## src/common/dcache_pkg.sv

```systemverilog
`default_nettype none

package dcache_pkg;

    ////////////////////////////////////////////////////
    // Widths
    ////////////////////////////////////////////////////

    localparam int ADDR_WIDTH       = 32;
    localparam int WORD_WIDTH       = 32;
    localparam int WORDS_PER_LINE   = 4;
    localparam int LINE_WIDTH       = WORD_WIDTH * WORDS_PER_LINE; // 128
    localparam int BYTE_OFFSET_BITS = 2;
    localparam int WORD_SEL_BITS    = 2;

    ////////////////////////////////////////////////////
    // Vector types
    ////////////////////////////////////////////////////

    typedef logic [ADDR_WIDTH-1:0]     addr_t;     // Byte address
    typedef logic [WORD_WIDTH-1:0]     word_t;
    typedef logic [LINE_WIDTH-1:0]     line_t;
    typedef logic [WORD_WIDTH/8-1:0]   byte_en_t;  // One bit per byte of a word
    typedef logic [WORD_SEL_BITS-1:0]  word_sel_t; // Word within a line

    // Controller states
    typedef enum logic [2:0] {
        idle,
        compare_tag,
        writeback,
        allocate,
        update
    } cache_state_t;

endpackage

`default_nettype wire
```

## src/dcache/dcache_controller.sv

```systemverilog
`timescale 1ns/1ps
`default_nettype none

module dcache_controller #(
    parameter int INDEX_BITS = 8
) (
    input  logic                  clk,
    input  logic                  RESET,

    // CPU side
    input  logic                  en,
    input  logic                  we,
    input  dcache_pkg::addr_t     addr,
    input  dcache_pkg::word_t     din,
    input  dcache_pkg::byte_en_t  be,
    output dcache_pkg::word_t     dout,
    output logic                  hold,

    // Memory side
    output logic                  mem_en,
    output logic                  mem_we,
    output logic [dcache_pkg::ADDR_WIDTH-dcache_pkg::WORD_SEL_BITS
                  -dcache_pkg::BYTE_OFFSET_BITS-1:0] mem_baddr,
    output dcache_pkg::line_t     mem_din,
    input  dcache_pkg::line_t     mem_dout,
    input  logic                  mem_hold,

    // Tag store
    output logic [INDEX_BITS-1:0] tag_index,
    output logic                  tag_we,
    output logic [dcache_pkg::ADDR_WIDTH-INDEX_BITS-dcache_pkg::WORD_SEL_BITS
                  -dcache_pkg::BYTE_OFFSET_BITS-1:0] tag_wr,
    output logic                  dirty_wr,
    input  logic [dcache_pkg::ADDR_WIDTH-INDEX_BITS-dcache_pkg::WORD_SEL_BITS
                  -dcache_pkg::BYTE_OFFSET_BITS-1:0] tag_rd,
    input  logic                  valid_rd,
    input  logic                  dirty_rd,

    // Data store
    output logic [INDEX_BITS-1:0] line_index,
    output logic                  line_we,
    output logic                  word_we,
    output dcache_pkg::word_sel_t word_sel,
    output dcache_pkg::byte_en_t  word_be,
    output dcache_pkg::line_t     line_wr,
    input  dcache_pkg::line_t     line_rd
);

    localparam int INDEX_LSB  = dcache_pkg::BYTE_OFFSET_BITS + dcache_pkg::WORD_SEL_BITS;
    localparam int TAG_BITS   = dcache_pkg::ADDR_WIDTH - INDEX_BITS - INDEX_LSB;
    localparam int BLOCK_BITS = dcache_pkg::ADDR_WIDTH - INDEX_LSB;
    localparam int WORD_BITS  = dcache_pkg::WORD_WIDTH;

    dcache_pkg::cache_state_t state, next_state;

    logic [INDEX_BITS-1:0] index_q;     // Index of the request in flight
    logic                  miss_q;      // Request went through memory
    dcache_pkg::line_t     fill_line;   // Block returned by memory
    dcache_pkg::line_t     merged_line;

    logic [TAG_BITS-1:0]   addr_tag;
    logic [BLOCK_BITS-1:0] addr_block;
    logic                  hit;
    logic                  victim_dirty;
    logic                  mem_done;

    assign addr_tag     = addr[dcache_pkg::ADDR_WIDTH-1 -: TAG_BITS];
    assign addr_block   = addr[dcache_pkg::ADDR_WIDTH-1 -: BLOCK_BITS];
    assign word_sel     = addr[dcache_pkg::BYTE_OFFSET_BITS +: dcache_pkg::WORD_SEL_BITS];
    assign hit          = valid_rd && (tag_rd == addr_tag);
    assign victim_dirty = valid_rd && dirty_rd;
    assign mem_done     = mem_en && !mem_hold; // Transfer accepted this cycle

    ////////////////////////////////////////////////////
    // State machine
    ////////////////////////////////////////////////////

    always_ff @(posedge clk) begin
        if (RESET) begin
            state <= dcache_pkg::idle;
        end else begin
            state <= next_state;
        end
    end

    always_comb begin
        next_state = state;
        case (state)
            dcache_pkg::idle: begin
                if (en) begin
                    next_state = dcache_pkg::compare_tag;
                end
            end
            dcache_pkg::compare_tag: begin
                if (hit) begin
                    next_state = dcache_pkg::update;
                end else if (victim_dirty) begin
                    next_state = dcache_pkg::writeback;
                end else begin
                    next_state = dcache_pkg::allocate;
                end
            end
            dcache_pkg::writeback: begin
                if (mem_done) begin
                    next_state = dcache_pkg::allocate;
                end
            end
            dcache_pkg::allocate: begin
                if (mem_done) begin
                    next_state = dcache_pkg::update;
                end
            end
            default: next_state = dcache_pkg::idle; // update lasts one cycle
        endcase
    end

    // Only idle without a request and the update cycle let the CPU go
    always_comb begin
        case (state)
            dcache_pkg::idle:   hold = en;
            dcache_pkg::update: hold = 1'b0;
            default:            hold = 1'b1;
        endcase
    end

    ////////////////////////////////////////////////////
    // Memory handshake
    ////////////////////////////////////////////////////

    always_ff @(posedge clk) begin
        if (RESET) begin
            mem_en <= 1'b0;
            mem_we <= 1'b0;
            miss_q <= 1'b0;
        end else begin
            case (state)
                dcache_pkg::compare_tag: begin
                    miss_q <= !hit;
                    if (!hit) begin
                        mem_en <= 1'b1;
                        mem_we <= victim_dirty; // Victim goes out first
                    end
                end
                dcache_pkg::writeback: begin
                    if (mem_done) begin
                        mem_en <= 1'b0;
                        mem_we <= 1'b0;
                    end
                end
                dcache_pkg::allocate: begin
                    if (mem_done) begin
                        mem_en <= 1'b0;
                    end else if (!mem_en) begin
                        mem_en <= 1'b1; // Block read after a writeback
                    end
                end
                default: ;
            endcase
        end
    end

    // Payload registers
    always_ff @(posedge clk) begin
        case (state)
            dcache_pkg::idle: begin
                if (en) begin
                    index_q <= addr[INDEX_LSB +: INDEX_BITS];
                end
            end
            dcache_pkg::compare_tag: begin
                dout    <= line_rd[word_sel*WORD_BITS +: WORD_BITS];
                mem_din <= line_rd;
                if (victim_dirty) begin
                    mem_baddr <= {tag_rd, index_q}; // Victim block
                end else begin
                    mem_baddr <= addr_block;
                end
            end
            dcache_pkg::writeback: begin
                if (mem_done) begin
                    mem_baddr <= addr_block;
                end
            end
            dcache_pkg::allocate: begin
                if (mem_done) begin
                    fill_line <= mem_dout;
                    dout      <= mem_dout[word_sel*WORD_BITS +: WORD_BITS];
                end
            end
            default: ;
        endcase
    end

    ////////////////////////////////////////////////////
    // Store updates
    ////////////////////////////////////////////////////

    // CPU bytes merged over the fetched block
    always_comb begin
        merged_line = fill_line;
        if (we) begin
            for (int b = 0; b < WORD_BITS/8; b++) begin
                if (be[b]) begin
                    merged_line[word_sel*WORD_BITS + b*8 +: 8] = din[b*8 +: 8];
                end
            end
        end
    end

    assign tag_index  = index_q;
    assign line_index = index_q;
    assign tag_wr     = addr_tag;
    assign dirty_wr   = we;       // Written line is dirty, a fresh fill is clean
    assign tag_we     = (state == dcache_pkg::update) && (miss_q || we);
    assign line_we    = (state == dcache_pkg::update) && miss_q;
    assign word_we    = (state == dcache_pkg::update) && !miss_q && we;
    assign word_be    = be;
    assign line_wr    = merged_line;

endmodule

`default_nettype wire

```

## config.mk

```make
export PLATFORM = sky130hd
export DESIGN_NAME = dcache_controller
export DESIGN_NICKNAME = d
export VERILOG_FILES = /design/src/common/dcache_pkg.sv /design/src/dcache/dcache_controller.sv
export SDC_FILE = /design/constraint.sdc
export NUM_CORES = 1
export LEC_CHECK = 0
export BUFFER_PORTS_ARGS = -buffer_cell sky130_fd_sc_hd__buf_2
export CAP_MARGIN = 10
export CORE_AREA = 10 10 270 272
export DETAILED_ROUTE_END_ITERATION = 8
export DIE_AREA = 0 0 280 282
export GPL_TIMING_DRIVEN = 1
export PLACE_DENSITY_LB_ADDON = 0.08
export SYNTH_ARGS = -nofsm -noshare
export SYNTH_HDL_FRONTEND = slang
export SYNTH_SLANG_ARGS = --single-unit
```

## constraint.sdc

```tcl
create_clock -name clk -period 7 [get_ports clk]
set_input_delay 0.7 -clock clk [delete_from_list [all_inputs] [get_ports clk]]
set_output_delay 0.7 -clock clk [all_outputs]
set_load 0.005 [all_outputs]
```

# Word level (Yosys, flattened, before mapping)
# Index checks and enable logic that the tools add are counted.
[totals] output_inout_bits=365 regBits=330 in_bits=351 elab_cells=87
[op_classes] n_addsub=7 eq_ne=9 n_mux=30 n_shift=10 n_reduce_logical=22
[ops] op="128-bit two-way mux" n=8
[ops] op="128-bit bitwise mux" n=4
[ops] op="8-bit by 34-bit variable shift with 128-bit output, first input constant" n=4
[ops] op="8-bit by 34-bit variable part select with 128-bit output" n=4
[ops] op="128-bit by 8-bit variable part select with 32-bit output" n=2
[ops] op="8-bit negator with 34-bit output" n=3
[ops] op="32-bit case mux with 2 select lines" n=1
[ops] op="28-bit two-way mux" n=2
[ops] op="28-bit case mux with 2 select lines" n=1
[ops] op="7-bit negator with 34-bit output" n=1
[ops] op="32-bit two-way mux" n=1
[ops] op="20-bit equality test" n=1
[ops] op="7-bit by 5-bit adder with 8-bit output, second input constant" n=2
[ops] op="3-bit two-way mux" n=4
[ops] op="3-bit case mux with 4 select lines" n=1
[ops] op="3-bit AND reduction" n=3
[ops] op="7-bit by 4-bit adder with 8-bit output, second input constant" n=1
[ops] op="2-bit inequality test, second input constant" n=4
[ops] op="2-bit AND reduction" n=4
[ops] op="1-bit logical AND" n=7
[ops] op="3-bit by 2-bit equality test with 1-bit output, second input constant" n=2
[ops] op="1-bit two-way mux" n=5
[ops] op="1-bit case mux with 2 select lines" n=2
[ops] op="2-bit nonzero test" n=2
[ops] op="7 further kinds" n=9

# Longest topological paths before layout
# Gate-level depths: netlist (run 1).
[depth] ltp_word=14 ltp_mapped=8 mapped_depth_nobuf=5

# Worst setup path before layout (run 1)
# Ideal clock, no wire load.
[synth_timing] path_type="register to register" startpoint="register state[0]" endpoint="register mem_we" synth_period_minus_slack_ns=7.031 path_buffers=1 t_required_ns=6.876 setup_time_ns=0.124 arrival_ns=6.906 stages_incl_launch_ff=6 slack_ns=-0.031 path_cell_list="dfxtp_1 > buf_2 > nand2b_1 > nor2_1 > o31ai_4 > mux2_4"
[synth_between] elab_chain_cells=3 word_cells_on_any_way=7 cone_classes="eq/ne (4); mux (1); reduce/logical (2)"
[synth_rtl] element="start: declaration" line_no="dcache_controller.sv:54" source="dcache_pkg::cache_state_t state, next_state;"
[synth_rtl] element="start signal: assignment" line_no="dcache_controller.sv:80" source="state <= dcache_pkg::idle;"
[synth_rtl] element="start signal: assignment" line_no="dcache_controller.sv:82" source="state <= next_state;"
[synth_rtl] element="3-bit by 1-bit equality test with 1-bit output / 3-bit by 2-bit equality test with 1-bit output (equally long branches)" line_no="dcache_controller.sv:136" source="case (state)"
[synth_rtl] element="2-bit inequality test (no source line) / 2-bit nonzero test (equally long branches)"
[synth_rtl] element="3-bit AND reduction (no source line)"
[synth_rtl] element="end signal: assignment" line_no="dcache_controller.sv:141" source="mem_we <= victim_dirty;"
[synth_rtl] element="end: declaration" line_no="dcache_controller.sv:21" source="output logic mem_we,"
# Several ways; a longest one is shown, not always the timed one.
# A chain may end at the register's enable or synchronous reset.

# Worst setup path after layout (run 1)
[layout_timing] startpoint="input port addr[2]" endpoint="output port line_wr[119]"
[layout_between] elab_chain_cells=14 word_cells_on_any_way=27 cone_classes="add/sub (7); shift (8); mux (12)"
[layout_rtl] element="start: declaration" line_no="dcache_controller.sv:13" source="input dcache_pkg::addr_t addr,"
[layout_rtl] element="parallel branches: the longest is 12 deep, another holds 8-bit negator with 34-bit output"
[layout_rtl] element="128-bit two-way mux (*)" line_no="dcache_controller.sv:203" source="if (be[b]) begin"
[layout_rtl] element="128-bit two-way mux (*)" line_no="dcache_controller.sv:201" source="if (we) begin"
[layout_rtl] element="end: declaration" line_no="dcache_controller.sv:45" source="output dcache_pkg::line_t line_wr,"
# Mark *: on every way between the ends. The select of a mux whose other input is x is not followed.

==> run metrics, run 1 <==
status complete, no violations; site row count 96; Routed wire per std cell 28.1 µm; via count 11200; Layout Cells excl Fill 2555; Worst Skew 0.0137 ns; CTS max path bufs 3; main area contributors after synthesis edfxtp_1 66%, mux4_2 9.8%, nand2_1 5.0%; Setup CP Type in -> out; commonest cells after routing, fill and taps aside 712 x buf_2, 324 x edfxtp_1, 196 x nand2_1; Congestion Overflow GR 0; drc violations 0; Syn-to-layout area delta 39.9%; PortBufs 713; CP max stage cell nor4_2; total CTS buffers 43; Core ar. 67700 µm²; Final setup viols 0; gpl congestion 0.808; Placed Cells 2470; Ys Warns 0; Reg clk slew, reported paths 0.06 ns; TritonCTS clock tree done; Slew headroom 20.3%; post-synthesis net count 1292; Critical Path AT 3.62 ns; post-CTS sizing 0; Critical path origin addr[2]; worst skew pair latency 0.56 ns; Worst setup SP type input pin; pin count of the biggest net entering global routing 65; vias in the first global route 12500; Max Freq 232 MHz; Synth area leader edfxtp_1; I/O Pins 716; share of layout cells above drive strength 1 54.4%; Post-Syn Area 14700 µm²; power per cell area 272 nW/µm²; TritonRoute pass-1 iters 4; Reg-to-Reg Start state[2]; Post-CTS Hold Buffers 0; VDD IR max 0.000144 V; post-detailed-placement half-perimeter wirelength 55400 µm; Seq cells post-synth 330; Root Driver clkbuf_16; final worst-path cycle share 61.7%; Crit path largest cell delay 1.07 ns; commonest non-fill, non-tap cell in the layout buf_2; RSZ-0062 raised after global routing false; final hold violation count 0; top-area cell type share of the netlist area 66.4%; die width 280 µm; H-Tree Level Count 2; first-pass GRT wire length 96800 µm; Nets 1990; postcts setup bufs 0; Synth cell types 46; Hold Path Class in -> reg; Via density 4.40; Die Ht 282 µm; minimum clock period after layout 4.32 ns; critical path peak fanout 38; Critical Path RT 6.30 ns; Gate Count Post-Synth 935; Max Slew Vio Count 0; worst slew pin tran 1.19 ns; Pleak 8.32 nW; total routed wirelength 71800 µm; Setup crit end kind output port; sequential cell area fraction in the yosys report 67.2%; CTS sink count 330; CP Cell Sequence buf_6 -> ha_1 -> nand3_1 -> nor4_2 -> a22o_1 -> buf_2; CP delay by family, top simple AND/OR/NAND/NOR gates; Setup TNS 0 ns; Max-Cap Viols 0; initial detailed-routing violation count 604; Routed Antenna Nets 0; antenna violations before repair 19; Die ar. 79000 µm²; Synth Area per Inst 15.7 µm²; Initial Utilization 21.6%; Hold Crit Start line_rd[9]; gr usage total 17.3%; setup slack, reg-to-reg 4.22 ns; Worst Path Buf+Inv 2
## stage by stage
stage          hold slack, ns  setup WS, ns  cell area [µm²]  power (W)  utilization (%)
6_report                0.329          2.68            20500    0.00557             30.3
5_1_grt                 0.289          2.56            20500    0.00582             30.2
4_1_cts                 0.282          2.62            20500    0.00569             30.2
3_5_place_dp            0.518          2.62            19000    0.00331             28.1
3_3_place_gp            0.518          2.69            19000    0.00331             28.1
2_1_floorplan           0.476        0.0239            14700    0.00282                -
## synthesized netlist by cell type, drive strengths merged
| master | instances |
|---|---|
| a211oi | 1 |
| a21o | 2 |
| a21oi | 5 |
| a22o | 80 |
| a31oi | 1 |
| and3 | 4 |
| buf | 65 |
| clkbuf | 10 |
| dfxtp | 6 |
| edfxtp | 324 |
| ha | 6 |
| inv | 2 |
| mux2 | 30 |
| mux4 | 64 |
| nand2 | 197 |
| nand2b | 6 |
| nand3 | 18 |
| nand4 | 5 |
| nand4b | 1 |
| nor2 | 16 |
| nor2b | 4 |
| nor3 | 4 |
| nor3b | 1 |
| nor4 | 5 |
| nor4b | 3 |
| o21ai | 49 |
| o22ai | 1 |
| o31ai | 1 |
| o32ai | 1 |
| or2 | 1 |
| or3 | 2 |
| xnor2 | 12 |
| xor2 | 8 |
## final cells by class
class / instances / area [µm²]
fill: 7120 / 47200
sequential: 330 / 9850
multi-input combinational: 528 / 4360
timing repair buffer: 728 / 3690
clock buffer: 49 / 1140
tap: 882 / 1100
clock inverter: 28 / 328
antenna: 8 / 20.0
inverter: 2 / 7.51
## logic make-up (layout without fill, tap and decap cells)
family	after synthesis	in the layout	share of synthesized area, %
compound gates	141	141	7.07
flops	330	330	67.2
simple gates	267	267	8.51
xor+xnor	20	20	1.20
fa+ha+maj	6	6	0.512
mux	94	94	12.2
other cells	0	8	0
buf+inv	77	807	3.31
## state kept, by name (all words and copies together), names as in the netlist
name / flops
fill_line: 128
mem_din: 128
dout: 32
mem_baddr: 28
line_index: 8
state: 3
mem_en: 1
mem_we: 1
miss_q: 1
## per-layer routing
layer / wire, µm / up-vias / part of all wire [%] / global-route usage, %
met3: 6290 / 109 / 8.8 / 6.50
met5: 120 / - / 0.17 / 0
met1: 26400 / 5623 / 37 / 18.7
li1: - / 5031 / - / -
met2: 37300 / 461 / 52 / 31.2
met4: 1710 / 18 / 2.4 / 4.92
## worst paths after layout
path	cells past startpoint	to
max reg2reg	6	dout[12]
min	1	mem_din[9]
min reg2reg	2	miss_q
max	6	line_wr[119]
## power by group
part	switching, W	total, W	internal (W)
Sequential	0.0000469	0.00244	0.00239
Combinational	0.000482	0.000799	0.000317
Clock	0.000909	0.00234	0.00143
Power figures use the tool's default switching activity.
==> inputs of run 2 (changes only) <==
- clock period: 7 -> 3.53 ns (I/O delays scaled with it)
==> run 2 against run 1 <==
  * Clock power is 99% higher
  * Count of clock-buffer cells in the layout increased by 2
  * Worst setup slack worse by 2.0 ns
  * Sequential power rose by 98%
  * Sequential share of layout area is 5.4 points lower
  * Critical path type unchanged
  * Largest power group unchanged
==> run metrics, run 2 (synthesized netlist as in run 1, its figures left out) <==
Gate power share 16.4% (+2.1 points); CP Cell Sequence buf_2 -> inv_2 -> buf_4 -> ha_1 -> nor4b_4 -> a22o_1 -> buf_2; gpl congestion 0.798 (-1.1%); Max Freq 349 MHz; antenna violations before repair 3 (-16); H-Tree Level Count 2 (unchanged); pin count of the biggest net entering global routing 67 (+3.1%); Congestion Overflow GR 0 (unchanged); post-CTS sizing 0 (unchanged); total CTS buffers 42 (-2.3%); postcts setup bufs 0 (unchanged); routing usage on met3 5.13% (-1.4 points); TritonRoute pass-1 iters 4 (unchanged); status complete, no violations; met2 GRT Util 33.0% (+1.8 points); first-pass GRT wire length 102000 µm (+4.9%); Post-CTS Hold Buffers 244 (+244); Final setup viols 0 (unchanged); Via density 4.37 (-0.70%); RSZ-0062 raised after global routing false; post-detailed-placement half-perimeter wirelength 55700 µm (+0.41%); Routed wire per std cell 26.1 µm (-7.1%); Setup CP Type in -> out; Initial Utilization 21.6% (unchanged); Worst Skew 0.0178 ns (+0.00402 ns); CTS max path bufs 3 (unchanged); Setup crit end kind output port; I/O Pins 716 (unchanged); gr usage total 17.9% (+0.55 points); initial detailed-routing violation count 665 (+10%); Reg-to-Reg Start state[0]; Net Switching 0.00289 W (+100%); Root Driver clkbuf_16; cell mode on critical path buf_2; commonest non-fill, non-tap cell in the layout buf_2; site row count 96 (unchanged); Sw Ratio 25.4% (-0.37 points); Hold Path Class in -> reg; Max-Cap Viols 0 (unchanged); fillers 6872 (-3.5%); Final Cell Area 23100 µm² (+13%); via count 12200 (+8.9%); PortBufs 713 (unchanged); clock power share 41.1% (-0.8 points); total routed wirelength 73200 µm (+1.9%); top flop regs fill_line (128), mem_din (128), dout (32); Critical Path AT 2.51 ns (-1.11 ns); placed cell area 19200 µm² (+1.0%); VDD IR max 0.000287 V (+100%); Syn-to-layout area delta 57.7%; Nets 2246 (+13%); Hold Crit Start mem_dout[95]; commonest cells after routing, fill and taps aside 712 x buf_2, 324 x edfxtp_1, 245 x dlygate4sd3_1; Die ar. 79000 µm² (unchanged); power per cell area 491 nW/µm² (+81%); critical path peak fanout 19 (-50%); Die Ht 282 µm (unchanged); Setup TNS 0 ns (unchanged); Slew headroom 37.1% (+17 points); Pleak 9.41 nW (+13%); minimum clock period after layout 2.86 ns; CP max stage cell nor4b_4; CTS sink count 330 (unchanged); Hold WS 0.0292 ns (-0.299 ns); Core ar. 67700 µm² (unchanged); Critical path origin addr[3]; grt met1 use 19.8% (+1.2 points); Max Slew Vio Count 0 (unchanged); Seq pwr share 42.6% (-1.1 points); die width 280 µm (unchanged); share of layout cells above drive strength 1 47.5% (-6.9 points); Worst setup SP type input pin; Reg clk slew, reported paths 0.06 ns (about the same); vias in the first global route 13600 (+9.3%); Crit path largest cell delay 0.63 ns (-0.44 ns); Critical Path RT 3.18 ns (-3.12 ns); TritonCTS clock tree done; worst skew pair latency 0.56 ns (about the same); P_int 0.00846 W (+100%); Routed Antenna Nets 0 (unchanged); Most Crowded Layer GR met2; drc violations 0 (unchanged); final worst-path cycle share 81.1%; final hold violation count 0 (unchanged); worst slew pin tran 0.941 ns (-0.244 ns)
==> run 2: changes by cell type in the layout (fill, tap and decap cells not counted) <==
cell / previous run / this run
dlygate4sd3_1: 0 / 245
diode_2: 8 / 1
clkinvlp_4: 2 / 1
clkinv_2: 9 / 6
bufinv_16: 7 / 9
clkbuf_1: 4 / 8
clkinv_4: 3 / 1
buf_4: 15 / 19
buf_12: 0 / 8
clkbuf_16: 45 / 43
==> run 2: metrics by stage <==
stage	total power [W]	setup slack, ns	instances	utilization (%)
global route	0.0118	0.503	2803	34.1
global placement	0.00661	0.700	2482	28.3
CTS	0.0116	0.630	2801	34.1
floorplan	0.00558	0.186	935	-
detailed placement	0.00661	0.634	2482	28.3
finish	0.0113	0.666	2803	34.1
==> run 2: final timing paths <==
path	slack (ns)	to	cells past startpoint
worst max-delay path	0.67	line_wr[2]	7
worst min-delay path	0.03	fill_line[95]	1
worst max register to register	1.06	dout[17]	6
worst min register to register	0.52	miss_q	2
==> run 2: routing by layer <==
metal  up-vias  routed length, µm
li1       5542                  -
met1      6137              27400
met5         -                 18
met3        86               5150
met2       480              39000
met4         2               1580
==> run 2: critical path: cells and delay by family <==
family,cells,cell delay [ns]
simple gates,1,0.63
fa+ha+maj,1,0.41
buf+inv,4,0.83
compound gates,1,0.28
==> run 2: power by group through the flow <==
| stage | logic [W] | clock network (W) | registers [W] |
|---|---|---|---|
| after CTS | 0.00193 | 0.00480 | 0.00483 |
| after detailed placement | 0.00170 | 0 | 0.00491 |
| after global routing | 0.00202 | 0.00495 | 0.00486 |
| after floorplan | 0.000618 | 0 | 0.00496 |
| after global placement | 0.00170 | 0 | 0.00491 |
| final | 0.00186 | 0.00466 | 0.00483 |
==> run 2: area by class of cell <==
| cell class | instances | area (µm²) | area share [%] |
|---|---|---|---|
| well taps | 882 | 1100 | 4.78 |
| flip-flops and latches | 330 | 9850 | 42.6 |
| diodes | 1 | 2.50 | 0.0108 |
| multi-input cells | 528 | 4360 | 18.9 |
| inverters | 2 | 7.51 | 0.0325 |
| clock buffers | 51 | 1110 | 4.79 |
| clock inverters | 24 | 348 | 1.51 |
| repair buffers | 985 | 6330 | 27.4 |
==> inputs of run 3 (changes only) <==
- CORE_AREA: 10 10 270 272 -> 10 10 269 271
- DIE_AREA: 0 0 280 282 -> 0 0 279 281
- clock period: 3.53 -> 2.7 ns (I/O delays scaled with it)
==> run 3 against run 2 <==
  * Final area rose by 2.0%
  * Routed wire length increased by 0.45%
  * Worst setup slack worse by 0.43 ns
  * Utilization rose by 1.2 points
  * Critical path type is now reg -> reg
  * Critical endpoint is now mem_baddr[9]
  * Highest routed layer unchanged
==> run metrics, run 3 (synthesized netlist as in run 1, its figures left out) <==
status complete, no violations; top flop regs fill_line (128), mem_din (128), dout (32); Worst setup SP type flip-flop; post-layout util 35.3% (+1.2 points); gpl congestion 0.775 (-2.9%); Die ar. 78400 µm² (-0.71%); Final setup viols 0 (unchanged); Pleak 9.64 nW (+2.4%); TritonRoute pass-1 iters 6 (+2); CTS sink count 330 (unchanged); Reg-to-Reg Start state[1]; critical path peak fanout 28 (+9); Critical Path AT 2.77 ns (+0.26 ns); Routed wire per std cell 25.7 µm (-1.4%); Nets 2306 (+2.7%); commonest cells after routing, fill and taps aside 712 x buf_2, 324 x edfxtp_1, 286 x dlygate4sd3_1; pin count of the biggest net entering global routing 69 (+3.0%); M1 wire length 27600 µm (+0.86%); minimum clock period after layout 2.46 ns; CP endpoint mem_baddr[9]; Worst Skew 0.0123 ns (-0.00543 ns); worst reg2reg endpoint mem_baddr[9]; Slew headroom 53.4% (+16 points); Reg clk slew, reported paths 0.06 ns (about the same); Setup crit end kind flip-flop; Congestion Overflow GR 0 (unchanged); Hold Path Class in -> reg; post-detailed-placement half-perimeter wirelength 56900 µm (+2.2%); power per cell area 614 nW/µm² (+25%); setup slack, reg-to-reg 0.24 ns (-0.82 ns); final hold violation count 0 (unchanged); PortBufs 713 (unchanged); TritonCTS clock tree done; antenna violations before repair 7 (+4); final worst-path cycle share 91.2%; worst slew pin tran 0.699 ns (-0.242 ns); total CTS buffers 43 (+2.4%); postcts setup bufs 0 (unchanged); vias in the first global route 14000 (+3.0%); Via density 4.33 (-0.96%); Critical path origin state[1]; Max Slew Vio Count 0 (unchanged); Die Ht 281 µm (-0.35%); met2 WL post-DR 39000 µm (-0.12%); die width 279 µm (-0.36%); Routed Antenna Nets 0 (unchanged); total routed wirelength 73500 µm (+0.45%); Hold WS 0.0468 ns (+0.0176 ns); drc violations 0 (unchanged); share of layout cells above drive strength 1 47.1% (-0.35 points); first-pass GRT wire length 102000 µm (+0.79%); DR top layer met5; site row count 95 (-1.0%); Max Freq 406 MHz; gr usage total 18.0% (+0.11 points); Setup CP Type reg -> reg; I/O Pins 716 (unchanged); wire length on met3 5150 µm (unchanged); VDD IR max 0.000422 V (+47%); worst r2r path cells 6 (unchanged); worst skew pair latency 0.57 ns (about the same); Initial Utilization 21.9% (+0.31 points); RSZ-0062 raised after global routing false; CTS max path bufs 3 (unchanged); Critical Path RT 3.01 ns (-0.17 ns); Syn-to-layout area delta 60.9%; commonest non-fill, non-tap cell in the layout buf_2; initial detailed-routing violation count 776 (+17%); H-Tree Level Count 2 (unchanged); Root Driver clkbuf_16; Core ar. 66800 µm² (-1.4%); Max-Cap Viols 0 (unchanged); via count 12400 (+0.87%)
[run 3: how the worst min path moves through the flow]
stage                      startpoint             to  slack [ns]  cells past startpoint
after floorplan           mem_dout[0]   fill_line[0]        0.37                      0
after detailed placement      addr[4]  line_index[0]        0.46                      1
after global routing       tag_rd[12]  mem_baddr[20]        0.02                      2
final                      tag_rd[12]  mem_baddr[20]        0.05                      2
after global placement       addr[11]  line_index[7]        0.46                      1
after CTS                  tag_rd[13]  mem_baddr[21]      0.0001                      2
[run 3: area by class of cell]
cell class / count / area (µm²)
diodes: 1 / 2.50
clock buffers: 50 / 1100
clock inverters: 27 / 249
fillers: 6705 / 43200
inverters: 2 / 7.51
multi-input cells: 528 / 4380
flip-flops and latches: 330 / 9850
well taps: 873 / 1090
repair buffers: 1044 / 6890
[run 3: where the power goes]
part	total, W	switching [W]	internal [W]
Clock	0.00565	0.00234	0.00331
Sequential	0.00632	0.000126	0.00619
Combinational	0.00249	0.00133	0.00116
Total	0.0145	0.00380	0.0107
[run 3: routing by layer]
layer / up-vias / track usage, %
met1: 6139 / 19.7
met3: 87 / 5.33
met2: 468 / 33.2
met5: - / 0
li1: 5654 / -
met4: 6 / 5.04
[run 3: critical path: stages (launching register included)]
cell,delay [ns]
dfxtp_1,0.67
nand2b_1,0.18
nor2_1,0.24
nor2_4,0.06
buf_12,0.17
mux2_1,0.32
dlygate4sd3_1,0.56
[run 3: stage by stage]
step / total power (W) / worst slack (ns) / cells / TNS (ns) / area [µm²]
after detailed placement: 0.00864 / 0.197 / 2491 / 0 / 19400
after floorplan: 0.00731 / -0.491 / 935 / -86.03 / 14700
after global placement: 0.00864 / 0.271 / 2491 / 0 / 19400
final: 0.0145 / 0.238 / 2855 / 0 / 23600
after CTS: 0.0147 / 0.195 / 2854 / 0 / 23600
after global routing: 0.0151 / 0.0982 / 2855 / 0 / 23600
[run 3: timing repair]
item | 4_1_cts | 5_1_grt
resized for setup | 0 | 0
hold buffers | 286 | 0
endpoints found under the hold margin | 292 | 0
